File: src/logic/l3_cfg.svh
`ifndef L3_CFG_SVH
`define L3_CFG_SVH

// Byte address width
`define L3_ADDR_W 16

// Cache geometry
`define L3_SETS 16
`define L3_WAYS 4

// Backing memory access latency in cycles
`define L3_MEM_LAT 4

`endif

File: src/logic/l3_pkg.sv
`include "l3_cfg.svh"

package l3_pkg;

    typedef logic [31:0] word_t;

    typedef logic [$clog2(`L3_SETS)-1:0] set_idx_t;

    typedef logic [$clog2(`L3_WAYS)-1:0] way_idx_t;

    // Address bits above set index and byte offset
    typedef logic [`L3_ADDR_W-$clog2(`L3_SETS)-3:0] tag_t;

    typedef struct packed {
        logic valid;
        tag_t tag;
    } tag_entry_t;

    typedef logic [$clog2(`L3_WAYS)-1:0] age_t;

endpackage

File: src/logic/l3_miss_fsm.sv
`include "l3_cfg.svh"

module l3_miss_fsm import l3_pkg::*; (
    input  logic                  clk,
    input  logic                  rst,
    input  logic                  req_i,
    input  logic                  wr_i,
    input  logic [`L3_ADDR_W-1:0] addr_i,
    input  logic                  hit_i,
    input  word_t                 rd_data_i,
    input  word_t                 mem_data_i,
    input  logic                  done_i,
    output logic [`L3_ADDR_W-1:0] lk_addr_o,
    output logic                  touch_o,
    output logic                  wr_en_o,
    output logic                  refill_o,
    output logic                  mem_we_o,
    output logic                  start_o,
    output logic                  busy_o,
    output logic                  rsp_valid_o,
    output logic                  rsp_hit_o,
    output word_t                 rsp_data_o
);

    typedef enum logic [1:0] {
        ST_IDLE,
        ST_WAIT,
        ST_REFILL
    } state_t;

    state_t                state_q;
    logic [`L3_ADDR_W-1:0] miss_addr_q;
    logic                  idle_req;

    assign idle_req = (state_q == ST_IDLE) && req_i;

    assign lk_addr_o = (state_q == ST_IDLE) ? addr_i : miss_addr_q;
    assign touch_o   = idle_req && !wr_i && hit_i;
    assign wr_en_o   = idle_req && wr_i && hit_i;
    // Write-through goes out regardless of hit
    assign mem_we_o  = idle_req && wr_i;
    assign start_o   = idle_req && !wr_i && !hit_i;
    assign refill_o  = (state_q == ST_REFILL);
    assign busy_o    = (state_q != ST_IDLE);

    always_ff @(posedge clk or posedge rst) begin
        if (rst) begin
            state_q     <= ST_IDLE;
            rsp_valid_o <= 1'b0;
            rsp_hit_o   <= 1'b0;
        end else begin
            rsp_valid_o <= 1'b0;
            case (state_q)
                ST_IDLE: begin
                    if (req_i) begin
                        if (wr_i || hit_i) begin
                            rsp_valid_o <= 1'b1;
                            rsp_hit_o   <= hit_i;
                        end else begin
                            state_q <= ST_WAIT;
                        end
                    end
                end
                ST_WAIT: begin
                    if (done_i) begin
                        state_q <= ST_REFILL;
                    end
                end
                ST_REFILL: begin
                    state_q     <= ST_IDLE;
                    rsp_valid_o <= 1'b1;
                    rsp_hit_o   <= 1'b0;
                end
                default: state_q <= ST_IDLE;
            endcase
        end
    end

    always_ff @(posedge clk) begin
        if (start_o) begin
            miss_addr_q <= addr_i;
        end
        if (idle_req) begin
            rsp_data_o <= rd_data_i;
        end else if (refill_o) begin
            rsp_data_o <= mem_data_i;
        end
    end

endmodule

File: config.mk
export PLATFORM = sky130hd
export DESIGN_NAME = l3_miss_fsm
export DESIGN_NICKNAME = d
export VERILOG_FILES = /design/src/logic/l3_pkg.sv /design/src/logic/l3_miss_fsm.sv
export VERILOG_INCLUDE_DIRS = /design/src /design/src/logic
export SDC_FILE = /design/constraint.sdc
export NUM_CORES = 1
export LEC_CHECK = 0
export ABC_AREA = 0
export BUFFER_PORTS_ARGS = -buffer_cell sky130_fd_sc_hd__clkbuf_2
export CAP_MARGIN = 20
export CELL_PAD_IN_SITES_DETAIL_PLACEMENT = 2
export CELL_PAD_IN_SITES_GLOBAL_PLACEMENT = 2
export CORE_ASPECT_RATIO = 1.25
export CORE_MARGIN = 1.5
export CORE_UTILIZATION = 27
export CTS_BUF_LIST = sky130_fd_sc_hd__clkbuf_16
export CTS_CLUSTER_SIZE = 14
export DETAILED_ROUTE_END_ITERATION = 10
export GPL_TIMING_DRIVEN = 1
export PLACE_DENSITY_LB_ADDON = 0.1
export SLEW_MARGIN = 15
export SYNTH_ARGS = -nofsm -noshare
export SYNTH_HDL_FRONTEND = slang
export SYNTH_SLANG_ARGS = --single-unit
export TNS_END_PERCENT = 5
File: constraint.sdc
create_clock -name clk -period 3.93 [get_ports clk]
set_clock_uncertainty 0.15 [all_clocks]
set_input_delay 0.5895 -clock clk [delete_from_list [all_inputs] [get_ports clk]]
set_output_delay 0.5895 -clock clk [all_outputs]
set_load 0.02 [all_outputs]
==> results.ini <==
[routing]
via_per_inst=4.49
drtIter0Drc=52
wl_per_cell_um=16.1
vias=1672
drt_pass1_iterations=9
drt-total-wl_mm=6.00
drc_errors=8
antenna_left=0

[floorplanning]
die_area_mm2=0.00903
io_pins=142
core_mm2=0.00824
rows=37
start_util=0.277
die_h_um=106
die_w_um=85.3

[global_route]
overflow=0
antenna_found_initial=0
grt_pass1_vias=1871
grt_use_total=0.135
grt_start_max_net_pins=33
grt_pass1_wl_mm=9.42

[placement]
place_ws_ns=1.58
dp_cells=364
placed_cell_area_mm2=0.00309
hpwl_mm=4.57
gp_congestion=0.683
port-buffer-count=141

[power]
p_leak_nw=1.46
power.density_mw_per_mm2=453
power_mw=1.47
ir_drop_mv=0.198

[layout]
finish.utilization=0.394
synthToLayoutAreaGrowth_pct=42.3
fin_cells=372
drive_gt1_frac=0.735
postLayoutCellArea_mm2=0.00325
antenna_cells=0
n_fill_cell=896
finish.net_count=360

[timing]
rsz0062_at_grt=no
tightest_slew_ns=0.522
setup_viol=0
holdWs_ns=0.0153
finalHoldViolCount=0
max_freq_mhz=383
slew_headroom=0.651
setup-tns-final_ns=0
drv_slew=0
period_share=0.664
worst_slack_ns=1.32
fin_crit_ns=2.61

[setup_path]
cpPeakStageDelay_ns=0.52
r2r_slack_ns=1.95
critPathCaptureType=output pin
critPathMaxFanout=19
arrival_ns=1.87
cpMaxStageDelayCell=dfrtp_1
worst-setup-path-type=flop to output pin
worstReg2RegStart=state_q[0]
required_ns=3.19
startpoint_type=flop
reg2regPathDepth=3
cp_cell_sequence=nor2_4 -> mux2_2 -> clkbuf_2
worstReg2RegEnd=rsp_data_o[31]

[cts]
cts_tree=yes
root_buffer=clkbuf_16
worstSkewPairLatency_ns=0.28
clock-sinks=52
path_clk_slew_ns=0.06
cts_setup_buffers=0
h-tree-depth=2
cts_buffers=5
ctsHoldBuffers=0
cts_resized=0
clockBufferDepth=2

[logic_synthesis]
yosysWarnings=0
ys_types=20
syn_avg_cell_area_um2=17.7
synth-seq-area-share=0.675
syn_nets=215
synth_cells=129
synth-seq-cells=52
syn-cell-area_mm2=0.00228

[hold_path]
hold_path_class=primary input to async pin

[status]
status=finished, violations left
violations=design-rule violations

[job]
drv_cap=0

cells in the mapped netlist, drive strengths merged:
cell | number | share of area
nor2 | 5 | 0.011
nand2 | 1 | 0.0016
and3 | 2 | 0.0055
nor3b | 2 | 0.012
edfxtp | 48 | 0.63
dfrtp | 4 | 0.044
buf | 6 | 0.024
mux2 | 48 | 0.24
nand2b | 1 | 0.0027
or4b | 1 | 0.0044
o21ai | 1 | 0.0022
inv | 4 | 0.0066
and2 | 2 | 0.0055
nand4bb | 1 | 0.0049
a21oi | 2 | 0.0044
o311ai | 1 | 0.0038
cells by family (layout without fill, tap and decap cells):
logic type | after synthesis | after routing | synth area share
AOI/OAI and AO/OA | 4 | 4 | 0.0104
DFF | 52 | 52 | 0.675
and+or+nand+nor | 15 | 15 | 0.0476
buffers and inverters | 10 | 156 | 0.0307
muxes | 48 | 48 | 0.237
cell type report:
class / count / area [µm²] / area share
sequential: 52 / 1540 / 0.474
timing repair buffer: 144 / 728 / 0.224
multi-input combinational: 67 / 681 / 0.209
clock buffer: 5 / 125 / 0.0385
tap: 97 / 121 / 0.0373
clock inverter: 3 / 38.8 / 0.0119
inverter: 4 / 15.0 / 0.00462
state kept, by name (all words and copies together) (netlist names):
signal / flops
state_q: 2
rsp_data_o: 32
rsp_hit_o: 1
rsp_valid_o: 1
miss_addr_q: 16
worst max-delay path by stage:
stage | start | to | slack, ns | cells past startpoint
final | state_q[0] | lk_addr_o[11] | 1.32 | 3
after global routing | state_q[0] | lk_addr_o[13] | 1.21 | 3
after CTS | state_q[0] | lk_addr_o[13] | 1.27 | 3
after detailed placement | req_i | start_o | 1.58 | 5
after global placement | state_q[0] | lk_addr_o[12] | 1.60 | 3
after floorplan | req_i | start_o | 0.43 | 3
power breakdown:
| group | total, mW | internal [mW] | leakage, nW | switching [mW] |
|---|---|---|---|---|
| sequential | 0.680 | 0.663 | 0.508 | 0.0169 |
| clock | 0.488 | 0.297 | 0.0850 | 0.190 |
| combinational | 0.304 | 0.131 | 0.865 | 0.172 |
cells in the final DEF (no fill, tap or decap):
master	synthesis	layout
clkinv_2	0	1
nor2_2	0	1
nor3b_2	0	1
dfrtp_1	4	4
a21oi_1	2	2
nor2_4	1	1
and2_1	2	2
nor3b_4	1	1
clkbuf_2	0	141
nand2b_1	1	1
inv_1	4	5
bufinv_16	0	1
clkbuf_16	0	5
o311ai_0	1	1
o21ai_0	1	1
mux2_1	1	1
nand4bb_1	1	1
buf_4	0	3
mux2_2	47	47
nor2_1	4	3
edfxtp_1	48	48
and3_1	2	2
nand2_1	1	1
or4b_1	1	1
critical path: cells and delay by family (launching register included):
family / cells / cell delay [ns]
buf+inv: 1 / 0.16
simple gates: 1 / 0.50
flops: 1 / 0.52
mux: 1 / 0.40
routing by layer:
metal	vias up	GRT usage	wire (µm)
li1	783	-	-
met1	805	0.144	2140
met2	82	0.256	3280
met3	2	0.0462	556
met4	0	0.0242	23
met5	-	0	0
Note: power is estimated with default switching activity, not from simulation.
