$ cat src/logic/l3_cfg.svh
`ifndef L3_CFG_SVH
`define L3_CFG_SVH

// Byte address width
`define L3_ADDR_W 16

// Cache geometry
`define L3_SETS 16
`define L3_WAYS 4

// Backing memory access latency in cycles
`define L3_MEM_LAT 4

`endif

$ cat src/logic/l3_pkg.sv
`include "l3_cfg.svh"

package l3_pkg;

    typedef logic [31:0] word_t;

    typedef logic [$clog2(`L3_SETS)-1:0] set_idx_t;

    typedef logic [$clog2(`L3_WAYS)-1:0] way_idx_t;

    // Address bits above set index and byte offset
    typedef logic [`L3_ADDR_W-$clog2(`L3_SETS)-3:0] tag_t;

    typedef struct packed {
        logic valid;
        tag_t tag;
    } tag_entry_t;

    typedef logic [$clog2(`L3_WAYS)-1:0] age_t;

endpackage

$ cat src/logic/l3_mem_timer.sv
`include "l3_cfg.svh"

module l3_mem_timer import l3_pkg::*; (
    input  logic clk,
    input  logic rst,
    input  logic start_i,
    output logic done_o
);

    localparam int CNT_W = $clog2(`L3_MEM_LAT + 1);

    logic [CNT_W-1:0] count_q;

    always_ff @(posedge clk or posedge rst) begin
        if (rst) begin
            count_q <= '0;
            done_o  <= 1'b0;
        end else begin
            // Registered done lands exactly latency cycles after start
            done_o <= (count_q == CNT_W'(1));
            if (start_i) begin
                count_q <= CNT_W'(`L3_MEM_LAT);
            end else if (count_q != '0) begin
                count_q <= count_q - 1'b1;
            end
        end
    end

endmodule

$ cat config.mk
export PLATFORM = sky130hd
export DESIGN_NAME = l3_mem_timer
export DESIGN_NICKNAME = d
export VERILOG_FILES = /design/src/logic/l3_pkg.sv /design/src/logic/l3_mem_timer.sv
export VERILOG_INCLUDE_DIRS = /design/src /design/src/logic
export SDC_FILE = /design/constraint.sdc
export NUM_CORES = 1
export LEC_CHECK = 0
export BUFFER_PORTS_ARGS = -buffer_cell sky130_fd_sc_hd__buf_2
export CAP_MARGIN = 5
export CORE_AREA = 2 2 39 41
export CTS_CLUSTER_SIZE = 28
export DETAILED_ROUTE_END_ITERATION = 16
export DIE_AREA = 0 0 41 43
export HOLD_SLACK_MARGIN = 0.03
export PLACE_DENSITY = 0.3
export SLEW_MARGIN = 20
export SYNTH_ARGS = -nofsm -noshare
export SYNTH_HDL_FRONTEND = slang
export SYNTH_SLANG_ARGS = --single-unit
$ cat constraint.sdc
create_clock -name clk -period 1.6 [get_ports clk]
set_input_delay 0.08 -clock clk [delete_from_list [all_inputs] [get_ports clk]]
set_output_delay 0.08 -clock clk [all_outputs]
set_load 0.03 [all_outputs]
==> results of run 1 <==
-- per-layer routing --
layer / part of all wire (%) / up-vias / track usage, %
li1: - / 78 / -
met1: 44 / 63 / 9.061
met2: 53 / 2 / 6.250
met3: 2.1 / 0 / 0
met4: 0 / 0 / 10.00
met5: 0 / - / 0
-- worst max path at each step --
stage / to / slack [ns] / cells past startpoint
after detailed placement: count_q[0] / 0.35 / 4
final: count_q[0] / 0.36 / 4
after floorplan: count_q[0] / 0.46 / 4
after CTS: count_q[0] / 0.35 / 4
after global placement: count_q[0] / 0.38 / 4
after global routing: count_q[0] / 0.28 / 4
-- worst register-to-register path, delay by kind of cell (launching register included) --
family / cells / cell delay [ns]
fa+ha+maj: 1 / 0.25
buf+inv: 1 / 0.08
flops: 1 / 0.40
mux: 1 / 0.29
simple gates: 1 / 0.09
-- cells in the mapped netlist, drive strengths merged --
cell,number,area (sq um)
nor2b,3,18.77
ha,3,37.54
dfrtp,4,100.1
nand2b,1,13.76
mux2,1,15.01
nor2,2,7.510
inv,3,11.26
a211oi,1,7.510
a211o,1,8.760
nor3b,1,7.510
-- stage by stage --
step           std cells  worst slack [ns]
2_1_floorplan         20            0.4640
3_3_place_gp          39            0.3828
3_5_place_dp          39            0.3530
4_1_cts               43            0.3500
5_1_grt               43            0.2812
6_report              43            0.3613
-- power by group through the flow --
stage / clock (mW) / sequential [mW] / combinational [mW]
floorplan: 0 / 0.169 / 0.139
global placement: 0 / 0.169 / 0.176
detailed placement: 0 / 0.167 / 0.177
CTS: 0.133 / 0.168 / 0.179
global route: 0.136 / 0.175 / 0.205
finish: 0.123 / 0.166 / 0.177
-- state kept, by name (all words and copies together) (netlist names) --
name	count
done_o	1
count_q	3
-- kinds of logic after synthesis --
| family | synth area share [%] |
|---|---|
| and+or+nand+nor | 20.88 |
| DFF | 43.96 |
| buffers and inverters | 4.945 |
| adders and majority gates | 16.49 |
| AOI/OAI and AO/OA | 7.145 |
| muxes | 6.591 |
-- final cells by class --
class                   count  area (sq um)
fillers                   158          1089
multi-input cells          13         116.4
flip-flops and latches      4         100.1
repair buffers              4         25.02
clock buffers               3         22.52
well taps                  16         20.02
inverters                   3         11.26
==> metrics, run 1 <==
cts repair resizes=0; kind of start point of the critical path=register; fmax=807.3 MHz; mean routed wirelength per cell=8.930 microns; Final nets=35; Tot Pwr=0.4670 mW; data arrival time of the critical path=1.35 ns; Starting Density=16.46%; pin count of the biggest net entering global routing=6; Tightest Hold Check Type=primary input to register; required arrival time at the worst endpoint=1.71 ns; worst rel slew slack=88.26%; Hold Path End=count_q[1]; number of search-and-repair iterations in the first detailed-routing pass=1; final critical-path share of the clock period=77.42%; number of antenna violations at the first check in global routing=0; number of instances in the synthesized netlist=20; part of the Yosys area used for sequential elements=43.96%; fraction of the core area covered by cells at the end of the flow=21.34%; Distinct cells, synth=10; most common cell after layout, fill and taps aside=dfrtp_1; wirelength, routed=384 microns; startpoint of the most critical setup path=count_q[0]; maximum cell stage delay along the critical path=0.40 ns; Combinational Power Share=38.0%; number of cells on the worst hold path=2; largest delay contributor family on the critical path=flip-flops; setup repair after global routing missed its margin=no; final setup violation count=0; clock power share=26.4%; number of hold-repair buffers added at the cts stage=1; root buffer selected by CTS=clkbuf_4; total power density per cell area=1582 nW/um^2; number of DRC markers in iteration 0=0; total of max-cap violations=0; internal power summed over all cells=0.3123 mW; finished layout cell area=295.3 sq um; Core Box Area=1384 sq um; switching power share of the total=33.14%; post-CTS setup repair buffer count=0; endpoint kind of the worst setup timing path=register; slowest stage cell on the critical path=dfrtp_1; post-synthesis net count=26; Detailed Place HPWL=287.2 microns; maximum count of clock buffers along a single path=2; n_diodes=0; worst reg2reg setup slack=0.36 ns; run status=completed; share of final-layout standard cells stronger than drive strength 1=29.63%; Least-Margin Pin Slew=0.1751 ns; TNS Setup=0 ns; number of global-route vias before repair=157; number of slew-limit violations in the final report=0; first-pass GRT wire length=690 microns; crit path buf inv count=1; Period minus WS final=1.239 ns; Worst-Skew Late Latency=0.23 ns; endpoint of the lowest-slack register-to-register path=count_q[0]; post-route clock skew=0.002872 ns; TritonCTS Sinks=4; I/O pin count=4; horizontal die dimension=41 microns; H-tree depth=1; Hold Fails Final Rpt=0; cts bufs inserted=3; area delta synth->final=29.67%; GPL Wtd Cong=0.7515; Site Rows=14; clock tree from TritonCTS=yes; maximum resistive drop on vdd=0.0003985 V; global-route usage over all layers=6.338%; antenna-violating nets left=0; hold slack=0.05087 ns; number of register bits inferred by synthesis=4; DRC violation count after routing=0; crit path cell chain=inv_1 -> ha_1 -> nand2b_4 -> mux2_4; P_sw=0.1548 mW; syn_area_per_cell=11.39 sq um; Static Leakage=0.1501 nW; Reg clk slew, reported paths=0.04 ns; overall die area=1763 sq um; vias per cell=3.326; worst r2r path cells=4; via count=143; Syn Std Cell Area=227.7 sq um; critical register-to-register path startpoint=count_q[0]; post-placement cell area=262.8 sq um; Remaining Overflow, GRT=0; number of warning messages in the yosys log=0; critical path fanouts, max=4; die height=43 microns; register share of total power=35.6%; min-delay src=start_i; IO buf count=3; kind of critical path=register to register
Power figures use the tool's default switching activity.
==> run 2, diff against run 1 <==
==> constraint.sdc (replaced) <==
create_clock -name clk -period 1.1 [get_ports clk]
set_input_delay 0.055 -clock clk [delete_from_list [all_inputs] [get_ports clk]]
set_output_delay 0.055 -clock clk [all_outputs]
set_load 0.03 [all_outputs]
==> metrics, run 2 (synthesis results as in run 1) <==
run status=complete, but fails checks; violations in the final reports=negative setup slack; kind of start point of the critical path=register; post-placement cell area=280.3 sq um (+6.7%); wirelength, routed=507 microns (+32%); TritonCTS Sinks=4 (unchanged); H-tree depth=1 (unchanged); maximum count of clock buffers along a single path=2 (unchanged); finished layout cell area=325.3 sq um (+10%); Layout fillers=155 (-1.9%); DRC violation count after routing=0 (unchanged); Worst-Skew Late Latency=0.23 ns (about the same); Starting Density=16.46% (unchanged); number of search-and-repair iterations in the first detailed-routing pass=2 (+1); global-route usage over all layers=8.258% (+1.9 points); GPL Wtd Cong=0.7062 (-6.0%); number of slew-limit violations in the final report=0 (unchanged); Hold Fails Final Rpt=0 (unchanged); final critical-path share of the clock period=102.1% (+25 points); clock power share=22.1% (-4.3 points); worst rel slew slack=85.79% (-2.5 points); Site Rows=14 (unchanged); largest delay contributor family on the critical path=flip-flops; kind of critical path=register to register; maximum cell stage delay along the critical path=0.39 ns (about the same); IO buf count=3 (unchanged); required arrival time at the worst endpoint=1.21 ns (-0.50 ns); horizontal die dimension=41 microns (unchanged); Remaining Overflow, GRT=0 (unchanged); number of antenna violations at the first check in global routing=0 (unchanged); Reg clk slew, reported paths=0.03 ns (about the same); critical path fanouts, max=3 (-1); die height=43 microns (unchanged); maximum resistive drop on vdd=0.0004966 V (+25%); Combinational Power Share=47.1% (+9.1 points); Setup WS post-layout=-0.02256 ns (-0.3839 ns); n_diodes=0 (unchanged); vias per cell=3.778 (+14%); Least-Margin Pin Slew=0.2118 ns (+0.03673 ns); post-route clock skew=0.001865 ns (-0.001007 ns); clock tree from TritonCTS=yes; first-pass GRT wire length=834 microns (+21%); most common cell after layout, fill and taps aside=dfrtp_1; root buffer selected by CTS=clkbuf_4; post-CTS setup repair buffer count=0 (unchanged); endpoint kind of the worst setup timing path=register; slowest stage cell on the critical path=dfrtp_1; total of max-cap violations=0 (unchanged); largest reg by FF count=count_q; antenna-violating nets left=0 (unchanged); commonest cells after routing, fill and taps aside=4 x dfrtp_1, 3 x nor2b_1, 3 x clkbuf_4, 3 x buf_2; share of final-layout standard cells stronger than drive strength 1=48.28% (+19 points); pin count of the biggest net entering global routing=6 (unchanged); I/O pin count=4 (unchanged); setup repair after global routing missed its margin=yes; Final nets=37 (+5.7%); Sequential cell area=100.1 sq um (unchanged); fraction of the core area covered by cells at the end of the flow=23.51% (+2.2 points); crit path cell chain=inv_2 -> ha_4 -> nand2b_4 -> mux2_4; overall die area=1763 sq um (unchanged); Period minus WS final=1.123 ns (-0.1161 ns); Core Box Area=1384 sq um (unchanged); Static Leakage=0.1577 nW (+5.1%); cts bufs inserted=3 (unchanged); P_sw=0.2663 mW (+72%); max FFs per register=3 (unchanged); switching power share of the total=33.60% (+0.47 points); area delta synth->final=42.86%; data arrival time of the critical path=1.23 ns (-0.12 ns); via count=170 (+19%); total power density per cell area=2436 nW/um^2 (+54%); number of global-route vias before repair=204 (+30%); Tightest Hold Check Type=primary input to register; internal power summed over all cells=0.5263 mW (+69%); mean routed wirelength per cell=11.27 microns (+26%); post-place setup slack=-0.09035 ns (-0.4434 ns); multi-input combinational cell area=131.4 sq um (+13%); register share of total power=30.8% (-4.8 points); crit path buf inv count=1 (unchanged); number of DRC markers in iteration 0=4 (+4); top flop regs=count_q: 3 flops, done_o: 1 flops; final setup violation count=2 (+2); fmax=890.8 MHz (+10%)
[run 2: changes by cell type in the layout (fill, tap and decap cells not counted)]
cell	previous run	this run
buf_4	0	2
ha_1	3	1
ha_2	0	1
ha_4	0	1
inv_1	3	1
inv_2	0	2
[run 2: stage by stage]
stage | total power [mW] | TNS [ns] | instances | hold WS, ns
floorplan | 0.4543 | -0.02349 | 20 | -0.1789
global placement | 0.5525 | -0.1328 | 41 | -0.06253
global route | 0.8617 | -0.1574 | 45 | 0.06591
finish | 0.7926 | -0.02705 | 45 | 0.06090
detailed placement | 0.5659 | -0.2077 | 41 | -0.06020
CTS | 0.7928 | -0.01235 | 45 | 0.04534
[run 2: final cells by class]
class | instances | area share, %
Tap cell | 16 | 6.154
Sequential cell | 4 | 30.77
Inverter | 3 | 3.462
Timing Repair Buffer | 6 | 12.31
Multi-Input combinational cell | 13 | 40.38
Clock buffer | 3 | 6.923
[run 2: repair_timing]
| action | CTS | global route |
|---|---|---|
| pin swaps | 0 | 1 |
| hold buffers | 1 | 0 |
| hold endpoints to repair | 4 | 0 |
| setup endpoints to repair | 3 | 3 |
| resized for setup | 3 | 1 |
[run 2: routing by layer]
metal	up-vias	wire [microns]	part of all wire (%)	track usage, %
li1	82	-	-	-
met1	82	166	33	7.468
met2	4	300	59	11.88
met3	2	12	2.4	0
met4	0	27	5.3	14.00
met5	-	0	0	0
[run 2: worst paths after layout]
check,from,to,slack (ns),cells past startpoint
max,count_q[1],count_q[0],-0.02,4
min,start_i,count_q[1],0.06,2
max reg2reg,count_q[1],count_q[0],-0.02,4
min reg2reg,count_q[2],done_o,0.51,1
max in group asynchronous,rst,count_q[0],0.71,3
min in group asynchronous,rst,count_q[2],0.24,3
[run 2: power groups by stage]
stage | logic, mW | registers (mW) | clock network [mW]
after floorplan | 0.209 | 0.245 | 0
after detailed placement | 0.324 | 0.242 | 0
after global routing | 0.415 | 0.251 | 0.196
after global placement | 0.315 | 0.237 | 0
final | 0.373 | 0.244 | 0.175
after CTS | 0.365 | 0.245 | 0.183
==> run 3, diff against run 2 <==
--- a/config.mk
+++ b/config.mk
@@ -18,3 +18,4 @@
 export SYNTH_ARGS = -nofsm -noshare
 export SYNTH_HDL_FRONTEND = slang
 export SYNTH_SLANG_ARGS = --single-unit
+export TNS_END_PERCENT = 50
==> metrics, run 3 (synthesis results as in run 1) <==
cts bufs inserted=3 (unchanged); Tightest Hold Check Type=primary input to register; endpoint kind of the worst setup timing path=register; commonest cells after routing, fill and taps aside=4 x dfrtp_1, 3 x nor2b_1, 3 x clkbuf_4, 3 x buf_2; IO buf count=3 (unchanged); share of final-layout standard cells stronger than drive strength 1=48.28% (unchanged); hold slack=0.06090 ns (unchanged); kind of critical path=register to register; Starting Density=16.46% (unchanged); Least-Margin Pin Slew=0.2118 ns (unchanged); largest reg by FF count=count_q; post-placement cell area=280.3 sq um (unchanged); H-tree depth=1 (unchanged); top flop regs=count_q: 3 flops, done_o: 1 flops; violations in the final reports=negative setup slack; GPL Wtd Cong=0.7062 (unchanged); global-route usage over all layers=8.258% (unchanged); n_diodes=0 (unchanged); number of slew-limit violations in the final report=0 (unchanged); Worst-Skew Late Latency=0.23 ns (about the same); TNS Setup=-0.02705 ns (unchanged); Hold Fails Final Rpt=0 (unchanged); number of search-and-repair iterations in the first detailed-routing pass=2 (unchanged); run status=complete, but fails checks; most common cell after layout, fill and taps aside=dfrtp_1; finished layout cell area=325.3 sq um (unchanged); first-pass GRT wire length=834 microns (unchanged); clock tree from TritonCTS=yes; register share of total power=30.8% (about the same); overall die area=1763 sq um (unchanged); switching power share of the total=33.60% (unchanged); Tot Pwr=0.7926 mW (unchanged); clock power share=22.1% (about the same); root buffer selected by CTS=clkbuf_4; Site Rows=14 (unchanged); vias per cell=3.778 (unchanged); fmax=890.8 MHz (unchanged); worst rel slew slack=85.79% (unchanged); maximum resistive drop on vdd=0.0004966 V (unchanged); area delta synth->final=42.86% (unchanged); total of max-cap violations=0 (unchanged); kind of start point of the critical path=register; post-CTS setup repair buffer count=0 (unchanged); Reg clk slew, reported paths=0.03 ns (about the same); DRC violation count after routing=0 (unchanged); maximum count of clock buffers along a single path=2 (unchanged); number of DRC markers in iteration 0=4 (unchanged); Core Box Area=1384 sq um (unchanged); wirelength, routed=507 microns (unchanged); Final nets=37 (unchanged); data arrival time of the critical path=1.23 ns (about the same); I/O pin count=4 (unchanged); final setup violation count=2 (unchanged); via count=170 (unchanged); Period minus WS final=1.123 ns (unchanged); antenna-violating nets left=0 (unchanged); Layout fillers=155 (unchanged); mean routed wirelength per cell=11.27 microns (unchanged); TritonCTS Sinks=4 (unchanged); max FFs per register=3 (unchanged); horizontal die dimension=41 microns (unchanged); pin count of the biggest net entering global routing=6 (unchanged); internal power summed over all cells=0.5263 mW (unchanged); final critical-path share of the clock period=102.1% (unchanged); number of global-route vias before repair=204 (unchanged); P_sw=0.2663 mW (unchanged); Static Leakage=0.1577 nW (unchanged); number of antenna violations at the first check in global routing=0 (unchanged); total power density per cell area=2436 nW/um^2 (unchanged); setup repair after global routing missed its margin=yes; post-route clock skew=0.001865 ns (unchanged); Setup WS post-layout=-0.02256 ns (unchanged); Combinational Power Share=47.1% (about the same); critical path fanouts, max=3 (unchanged); required arrival time at the worst endpoint=1.21 ns (about the same); die height=43 microns (unchanged); Remaining Overflow, GRT=0 (unchanged)
run 3: cell counts in the layout (fill, tap and decap cells not counted):
Identical to the previous run, type by type.
run 3: timing repair:
item | 4_1_cts | 5_1_grt
pin swaps | 0 | 1
resized for setup | 3 | 1
endpoints found under the setup margin | 3 | 3
endpoints found under the hold margin | 4 | 0
hold buffers | 1 | 0
run 3: per-stage QoR:
step,util [%],std cells,setup slack [ns]
after floorplan,-,20,-0.02349
after global placement,20.25,41,-0.07394
after detailed placement,20.25,41,-0.09035
after CTS,23.33,45,-0.009575
after global routing,23.51,45,-0.05930
final,23.51,45,-0.02256
run 3: power groups by stage:
stage          logic [mW]  registers, mW  clock network, mW
6_report            0.373          0.244              0.175
5_1_grt             0.415          0.251              0.196
4_1_cts             0.365          0.245              0.183
3_5_place_dp        0.324          0.242                  0
3_3_place_gp        0.315          0.237                  0
2_1_floorplan       0.209          0.245                  0
run 3: critical path, cell delays in order, from the launching register on:
cell and delay, ns:
dfrtp_1 0.39, inv_2 0.10, ha_4 0.16, nand2b_4 0.06, mux2_4 0.29
run 3: per-layer routing:
layer	vias up	GRT usage [%]	wire (microns)
met5	-	0	0
met4	0	14.00	27
met3	2	0	12
met2	4	11.88	300
met1	82	7.468	166
li1	82	-	-
run 3: layout make-up:
type	count	area [sq um]	area share [%]
clock buffers	3	22.52	6.923
inverters	3	11.26	3.462
multi-input cells	13	131.4	40.38
flip-flops and latches	4	100.1	30.77
well taps	16	20.02	6.154
repair buffers	6	40.04	12.31
run 3: path summary, 6_finish.rpt:
kind                       startpoint         end  slack (ns)  depth (start not counted)
hold / removal                start_i  count_q[1]        0.06                          2
setup / recovery           count_q[1]  count_q[0]       -0.02                          4
hold reg to reg            count_q[2]      done_o        0.51                          1
max in group asynchronous         rst  count_q[0]        0.71                          3
min in group asynchronous         rst  count_q[2]        0.24                          3
setup reg to reg           count_q[1]  count_q[0]       -0.02                          4
